File: src/hw/pc_config.svh
`ifndef PC_CONFIG_SVH
`define PC_CONFIG_SVH

// ====================
// PC unit configuration
// ====================

// Width of the program counter and of every serial word
`define PC_WIDTH 32

// Address offered on the PC port right after reset
`define PC_RESET_VALUE 32'h0000_0008

`endif

File: src/hw/pc_ctrl_pkg.sv
package pc_ctrl_pkg;

   // ====================
   // Controller states
   // ====================

   typedef enum logic [1:0] {
      ST_IDLE  = 2'd0,
      ST_RUN   = 2'd1,
      ST_DONE  = 2'd2,
      ST_OFFER = 2'd3
   } pc_state_e;

   // Immediate field that feeds the offset adder in the current bit
   typedef enum logic [2:0] {
      OFF_NONE    = 3'd0,
      OFF_INSTR   = 3'd1,
      OFF_REG11   = 3'd2,
      OFF_REG2012 = 3'd3,
      OFF_SIGN    = 3'd4
   } off_src_e;

   // ====================
   // Control bundle
   // ====================

   // Sent from the controller to the serial datapath every cycle
   typedef struct packed {
      logic     shift_en;
      logic     add4_bit;
      logic     clr;
      logic     sel_offset;
      off_src_e off_src;
   } pc_ctl_t;

endpackage

File: src/hw/pc_isa_pkg.sv
package pc_isa_pkg;

   // ====================
   // Opcodes
   // ====================

   // Major opcodes seen by the PC unit, only JAL changes the flow here
   typedef enum logic [6:0] {
      OP_JAL    = 7'b110_1111,
      OP_JALR   = 7'b110_0111,
      OP_BRANCH = 7'b110_0011,
      OP_OP_IMM = 7'b001_0011,
      OP_OTHER  = 7'b000_0000
   } opcode_e;

   // ====================
   // Instruction fields
   // ====================

   // J-type layout
   // The immediate is {sign x12, imm19_12, imm11, imm10_1, 1'b0}
   typedef struct packed {
      logic       sign;
      logic [9:0] imm10_1;
      logic       imm11;
      logic [7:0] imm19_12;
      logic [4:0] rd;
      opcode_e    opcode;
   } instr_t;

endpackage

File: src/hw/jal_imm_ser.sv
`timescale 1ns/1ps

module jal_imm_ser
   import pc_isa_pkg::*;
   import pc_ctrl_pkg::*;
(
   input  logic    clk,
   input  logic    i_rst,
   input  logic    i_load,
   input  instr_t  i_instr,
   input  pc_ctl_t i_ctl,
   output logic    o_offset
);

   // ====================
   // Field registers
   // ====================

   logic [9:0] imm10_1_q;
   logic       imm11_q;
   logic [7:0] imm19_12_q;
   logic       sign_q;

   always_ff @(posedge clk) begin
      if (i_rst) begin
         imm10_1_q  <= '0;
         imm11_q    <= 1'b0;
         imm19_12_q <= '0;
         sign_q     <= 1'b0;
      end else if (i_load) begin
         imm10_1_q  <= i_instr.imm10_1;
         imm11_q    <= i_instr.imm11;
         imm19_12_q <= i_instr.imm19_12;
         sign_q     <= i_instr.sign;
      end else if (i_ctl.shift_en) begin
         // Only the field in use moves, the others wait for their turn
         case (i_ctl.off_src)
            OFF_INSTR: begin
               imm10_1_q <= {1'b0, imm10_1_q[9:1]};
            end
            OFF_REG2012: begin
               imm19_12_q <= {1'b0, imm19_12_q[7:1]};
            end
            default: begin
            end
         endcase
      end
   end

   // ====================
   // Offset bit
   // ====================

   // imm11 is a single bit and sign is replicated, neither has to shift
   always_comb begin
      case (i_ctl.off_src)
         OFF_INSTR: begin
            o_offset = imm10_1_q[0];
         end
         OFF_REG11: begin
            o_offset = imm11_q;
         end
         OFF_REG2012: begin
            o_offset = imm19_12_q[0];
         end
         OFF_SIGN: begin
            o_offset = sign_q;
         end
         default: begin
            o_offset = 1'b0;
         end
      endcase
   end

endmodule

File: src/hw/pc_ctrl.sv
`timescale 1ns/1ps
`include "pc_config.svh"

module pc_ctrl
   import pc_isa_pkg::*;
   import pc_ctrl_pkg::*;
(
   input  logic    clk,
   input  logic    i_rst,
   input  logic    i_go,
   input  opcode_e i_opcode,
   input  logic    i_pc_ready,
   output pc_ctl_t o_ctl,
   output logic    o_load,
   output logic    o_rd_valid,
   output logic    o_pc_valid
);

   localparam logic [4:0] LAST_BIT = 5'(`PC_WIDTH - 1);

   pc_state_e state_q;
   pc_state_e state_d;
   logic [4:0] cnt_q;
   logic       jal_q;
   logic       running;
   off_src_e   off_src;

   assign running = (state_q == ST_RUN);

   // Go is only taken while idle, anything else is dropped
   assign o_load = (state_q == ST_IDLE) && i_go;

   // ====================
   // FSM
   // ====================

   always_comb begin
      state_d = state_q;
      case (state_q)
         ST_IDLE: begin
            if (i_go) begin
               state_d = ST_RUN;
            end
         end
         ST_RUN: begin
            if (cnt_q == LAST_BIT) begin
               state_d = ST_DONE;
            end
         end
         ST_DONE: begin
            state_d = ST_OFFER;
         end
         default: begin
            if (i_pc_ready) begin
               state_d = ST_IDLE;
            end
         end
      endcase
   end

   always_ff @(posedge clk) begin
      if (i_rst) begin
         // Reset PC is offered straight away
         state_q <= ST_OFFER;
         cnt_q   <= '0;
         jal_q   <= 1'b0;
      end else begin
         state_q <= state_d;
         cnt_q   <= running ? cnt_q + 5'd1 : 5'd0;
         if (o_load) begin
            jal_q <= (i_opcode == OP_JAL);
         end
      end
   end

   // ====================
   // Control bundle
   // ====================

   // Bit position picks which J-immediate field is on the offset input
   always_comb begin
      off_src = OFF_NONE;
      if (running && jal_q) begin
         if (cnt_q == 5'd0) begin
            off_src = OFF_NONE;
         end else if (cnt_q <= 5'd10) begin
            off_src = OFF_INSTR;
         end else if (cnt_q == 5'd11) begin
            off_src = OFF_REG11;
         end else if (cnt_q <= 5'd19) begin
            off_src = OFF_REG2012;
         end else begin
            off_src = OFF_SIGN;
         end
      end
   end

   always_comb begin
      o_ctl.shift_en   = running;
      o_ctl.add4_bit   = running && (cnt_q == 5'd2);
      o_ctl.clr        = !running;
      o_ctl.sel_offset = running && jal_q;
      o_ctl.off_src    = off_src;
   end

   assign o_rd_valid = running && jal_q;
   assign o_pc_valid = (state_q == ST_OFFER);

endmodule

File: src/hw/pc_unit_top.sv
`timescale 1ns/1ps
`include "pc_config.svh"

module pc_unit_top
   import pc_isa_pkg::*;
   import pc_ctrl_pkg::*;
(
   input  logic                 clk,
   input  logic                 i_rst,
   input  logic                 i_go,
   input  logic [31:0]          i_instr,
   input  logic                 i_pc_ready,
   output logic [`PC_WIDTH-1:0] o_pc_data,
   output logic                 o_pc_valid,
   output logic                 o_rd,
   output logic                 o_rd_valid
);

   instr_t               instr;
   pc_ctl_t              ctl;
   logic                 load;
   logic                 pc_bit;
   logic [`PC_WIDTH-1:1] pc_par;
   logic                 offset_bit;
   logic                 plus4_sum;
   logic                 off_sum;
   logic                 new_pc_bit;

   assign instr = instr_t'(i_instr);

   pc_ctrl ctrl_i (
      .clk        (clk),
      .i_rst      (i_rst),
      .i_go       (i_go),
      .i_opcode   (instr.opcode),
      .i_pc_ready (i_pc_ready),
      .o_ctl      (ctl),
      .o_load     (load),
      .o_rd_valid (o_rd_valid),
      .o_pc_valid (o_pc_valid)
   );

   jal_imm_ser imm_ser_i (
      .clk      (clk),
      .i_rst    (i_rst),
      .i_load   (load),
      .i_instr  (instr),
      .i_ctl    (ctl),
      .o_offset (offset_bit)
   );

   // ====================
   // Serial datapath
   // ====================

   ser_add pc_plus_4_add (
      .clk   (clk),
      .i_rst (i_rst),
      .i_a   (ctl.add4_bit),
      .i_b   (pc_bit),
      .i_clr (ctl.clr),
      .o_q   (plus4_sum)
   );

   ser_add pc_plus_off_add (
      .clk   (clk),
      .i_rst (i_rst),
      .i_a   (pc_bit),
      .i_b   (offset_bit),
      .i_clr (ctl.clr),
      .o_q   (off_sum)
   );

   // JAL takes the jump target, everything else falls through
   assign new_pc_bit = ctl.sel_offset ? off_sum : plus4_sum;

   shift_reg #(
      .LEN  (`PC_WIDTH),
      .INIT (`PC_RESET_VALUE)
   ) pc_reg (
      .clk   (clk),
      .i_rst (i_rst),
      .i_en  (ctl.shift_en),
      .i_d   (new_pc_bit),
      .o_q   (pc_bit),
      .o_par (pc_par)
   );

   assign o_pc_data = {pc_par, pc_bit};

   // Link value for rd is the fall-through address
   assign o_rd = plus4_sum;

endmodule

File: src/hw/ser_add.sv
`timescale 1ns/1ps

module ser_add (
   input  logic clk,
   input  logic i_rst,
   input  logic i_a,
   input  logic i_b,
   input  logic i_clr,
   output logic o_q
);

   logic carry_q;
   logic carry_d;

   // Full adder on the current bit pair and the carry from the previous bit
   assign o_q     = i_a ^ i_b ^ carry_q;
   assign carry_d = (i_a & i_b) | (i_a & carry_q) | (i_b & carry_q);

   always_ff @(posedge clk) begin
      if (i_rst) begin
         carry_q <= 1'b0;
      end else if (i_clr) begin
         // Start of a new word, no carry into bit 0
         carry_q <= 1'b0;
      end else begin
         carry_q <= carry_d;
      end
   end

endmodule

File: src/hw/shift_reg.sv
`timescale 1ns/1ps

module shift_reg #(
   parameter int             LEN  = 32,
   parameter logic [LEN-1:0] INIT = '0
) (
   input  logic           clk,
   input  logic           i_rst,
   input  logic           i_en,
   input  logic           i_d,
   output logic           o_q,
   output logic [LEN-1:1] o_par
);

   logic [LEN-1:0] sr_q;

   // New bits enter at the top, the LSB leaves first
   // After LEN shifts the old word has been fully replaced
   always_ff @(posedge clk) begin
      if (i_rst) begin
         sr_q <= INIT;
      end else if (i_en) begin
         sr_q <= {i_d, sr_q[LEN-1:1]};
      end
   end

   assign o_q   = sr_q[0];
   assign o_par = sr_q[LEN-1:1];

endmodule

File: config.mk
export PLATFORM = sky130hd
export DESIGN_NAME = pc_unit_top
export DESIGN_NICKNAME = d
export VERILOG_FILES = /design/src/hw/pc_ctrl_pkg.sv /design/src/hw/pc_isa_pkg.sv /design/src/hw/jal_imm_ser.sv /design/src/hw/pc_ctrl.sv /design/src/hw/pc_unit_top.sv /design/src/hw/ser_add.sv /design/src/hw/shift_reg.sv
export VERILOG_INCLUDE_DIRS = /design/src /design/src/hw
export SDC_FILE = /design/constraint.sdc
export NUM_CORES = 1
export LEC_CHECK = 0
export BUFFER_PORTS_ARGS = -buffer_cell sky130_fd_sc_hd__buf_2
export CORE_ASPECT_RATIO = 1.75
export CORE_UTILIZATION = 46
export CTS_CLUSTER_SIZE = 8
export DETAILED_ROUTE_END_ITERATION = 12
export PLACE_DENSITY = 0.71
export SETUP_SLACK_MARGIN = 0.1
export SYNTH_ARGS = -nofsm -noshare
export SYNTH_HDL_FRONTEND = slang
export SYNTH_SLANG_ARGS = --single-unit
File: constraint.sdc
create_clock -name clk -period 3.4 [get_ports clk]
set_clock_uncertainty 0.1 [all_clocks]
set_input_delay 0.34 -clock clk [delete_from_list [all_inputs] [get_ports clk]]
set_output_delay 0.34 -clock clk [all_outputs]
set_load 0.02 [all_outputs]
==> flow_metrics.tcl <==
set metrics [dict create \
    die_area_sq_mm 0.00610 \
    power_mw 1.74 \
    setup_viol 0 \
    path_clk_slew_ns 0.07 \
    relSlewSlack_pct 54.1 \
    pwr-share-seq_pct 47.1 \
    wl_mm 5.12 \
    cts_resized 0 \
    port_buffers 65 \
    netSwitchingPower_mw 0.519 \
    final_nets 389 \
    via_count 2076 \
    syn_inst 279 \
    status "finished clean" \
    grt_usage_pct 18.1 \
    final_cell_mix "buf_2 (65), dfxtp_1 (62), nor2_1 (56)" \
    multi_input_area_sq_mm 0.00129 \
    hold_viol 0 \
    hold_buffers 0 \
    cp_slowest_cell "fa_1" \
    post_cts_buffers 0 \
    grt_antenna_before_repair 0 \
    intPower_mw 1.22 \
    layout_commonest_cell "buf_2" \
    seq_area_frac_synth_pct 46.7 \
    max-vdd-ir-drop_mv 0.385 \
    io_pins 71 \
    overflow 0 \
    dr.pass1.iters 4 \
    synth_area_sq_mm 0.00266 \
    yosysTopAreaCell "dfxtp_1" \
    synth.net_count 326 \
    p_clk_share_pct 31.2 \
    clk_path_buf_depth 2 \
    root_buffer "clkbuf_8" \
    rsz0062_at_grt "no" \
    n_antenna_cell 0 \
    rows 36 \
    initialDrtViolationCount 86 \
    worst_slew_pin_slew_ns 0.687 \
    synth_top_area_share_pct 46.7 \
    switching_share_pct 29.9 \
    synth.distinct_cells 35 \
    grt_pass1_wl_mm 8.07 \
    cts_buffers 9 \
    fillerInstances 546 \
    tns_ns 0 \
    p_comb_share_pct 21.7 \
    post_drt_wl_per_cell_microns 12.1 \
    drive_gt1_share_pct 25.1 \
    avgSynthCellArea_sq_um 9.53 \
    clk_latency_ns 0.34 \
    worstPathMaxFanout 38 \
    ys_seq_elements 62 \
    worst-setup-path-type "flop to output pin" \
    htreeDepth 3 \
    tritoncts "yes" \
    regArea_sq_mm 0.00124 \
    core-area_sq_mm 0.00559 \
    first_global_vias 1903 \
    die_w_microns 59.5 \
    critPathCaptureType "output pin" \
    crit_path_max_incr_delay_ns 0.52 \
    max_freq_ghz 0.352 \
    holdCritPathClass "input pin to flop" \
    clock_sinks 62 \
    via_per_inst 4.91 \
    gp_congestion 0.754 \
    drc 0 \
    post-route-period-util_pct 83.5 \
    p_leak_nw 1.50 \
    start_util_pct 47.6 \
    maxCapViolCount 0 \
    layout_min_cycle_time_ns 2.84 \
    worstPathCellList "ha_2 > buf_4 > nand4_1 > fa_1 > inv_1 > buf_2" \
    die_h_microns 103 \
    grt_max_degree 39 \
    slew_viol_final 0 \
    cp-start-kind "flop" \
    power_density_mw_per_mm2 542 \
    crit_arrival_ns 2.40 \
    yosys_warnings 0 \
    synthTopCellsByArea "dfxtp_1 (47%), mux2i_1 (17%), nor2_1 (7.9%)" \
    required_ns 2.96 \
    area_growth_syn_to_layout_pct 20.3 \
    place_hpwl_mm 3.64 \
    ant_nets 0 \
]
==> flip-flops by register name, indices dropped and copies added (netlist names), 2 cells and up <==
register	cells
pc_reg.sr_q	32
ctrl_i.cnt_q	5
imm_ser_i.imm19_12_q	8
imm_ser_i.imm10_1_q	10
ctrl_i.state_q	2
==> logic make-up (layout without fill, tap and decap cells) <==
logic type	after synthesis	count (layout)	synth area share, %
buffers and inverters	32	100	4.94
muxes	46	46	17.3
adders and majority gates	11	11	5.74
xor gates and xnor gates	1	1	0.329
DFF	62	62	46.7
AOI/OAI and AO/OA	39	39	10.5
and+or+nand+nor	88	88	14.4
==> worst paths after layout <==
kind                                         from                endpoint  slack [ns]  depth (start not counted)
worst max-delay path            ctrl_i.state_q[0]                    o_rd        0.56                          6
worst min-delay path                  i_instr[30]  imm_ser_i.imm10_1_q[9]        0.15                          3
worst max register to register    ctrl_i.cnt_q[0]         pc_reg.sr_q[31]        0.84                         12
worst min register to register  imm_ser_i.imm11_q       imm_ser_i.imm11_q        0.36                          2
==> critical path, delay by kind of cell (launching register included) <==
family | cells | cell delay [ns]
adders and majority gates | 2 | 0.73
buffers and inverters | 3 | 0.67
DFF | 1 | 0.42
and+or+nand+nor | 1 | 0.21
==> layout make-up <==
cell class                 instances  share of cell area (%)
clock buffer                      11                    4.42
clock inverter                     5                   0.782
inverter                          16                    1.88
multi-input combinational        185                    40.3
sequential                        62                    38.8
tap                               76                    2.97
timing repair buffer              68                    10.9
==> per-stage QoR <==
stage                     hold slack [ns]  instance area, sq um  worst slack (ns)  instances  utilization, %
after floorplan                     0.336                  2660             0.920        279               -
after CTS                           0.130                  3200             0.509        423            57.3
after global placement              0.350                  3030             0.892        407            54.3
after global routing                0.140                  3200             0.396        423            57.3
final                               0.148                  3200             0.562        423            57.3
after detailed placement            0.352                  3030             0.828        407            54.3
==> power by group through the flow <==
stage / combinational (mW) / clock [mW] / sequential (mW)
after global routing: 0.420 / 0.599 / 0.825
after CTS: 0.382 / 0.568 / 0.818
final: 0.376 / 0.541 / 0.818
after floorplan: 0.294 / 0 / 0.834
after detailed placement: 0.380 / 0 / 0.834
after global placement: 0.376 / 0 / 0.831
==> synthesized netlist by cell type (all sizes together) <==
| library cell | count |
|---|---|
| nand4b | 1 |
| nand3 | 4 |
| or3b | 1 |
| and2 | 2 |
| buf | 6 |
| a221o | 1 |
| clkbuf | 10 |
| a21oi | 9 |
| a211oi | 16 |
| nor3b | 1 |
| mux2i | 46 |
| dfxtp | 62 |
| ha | 9 |
| o21a | 1 |
| o211a | 1 |
| xor2 | 1 |
| fa | 2 |
| a211o | 2 |
| a31oi | 1 |
| nand2 | 11 |
| nand4 | 2 |
| and3 | 2 |
| o32a | 1 |
| nand2b | 3 |
| nor3 | 2 |
| o21ai | 6 |
| o2111a | 1 |
| inv | 16 |
| nor2b | 2 |
| nand3b | 1 |
| nor2 | 56 |
==> layer usage <==
layer  vias up  GRT usage [%]  wire length, microns  share of wire [%]
met4         0           9.89                    76                1.5
met5         -              0                     0                  0
li1       1070              -                     -                  -
met2        63           32.6                  2620                 51
met1       938           17.3                  2140                 42
met3         5           6.65                   282                5.5
(Power assumes the default switching activity.)
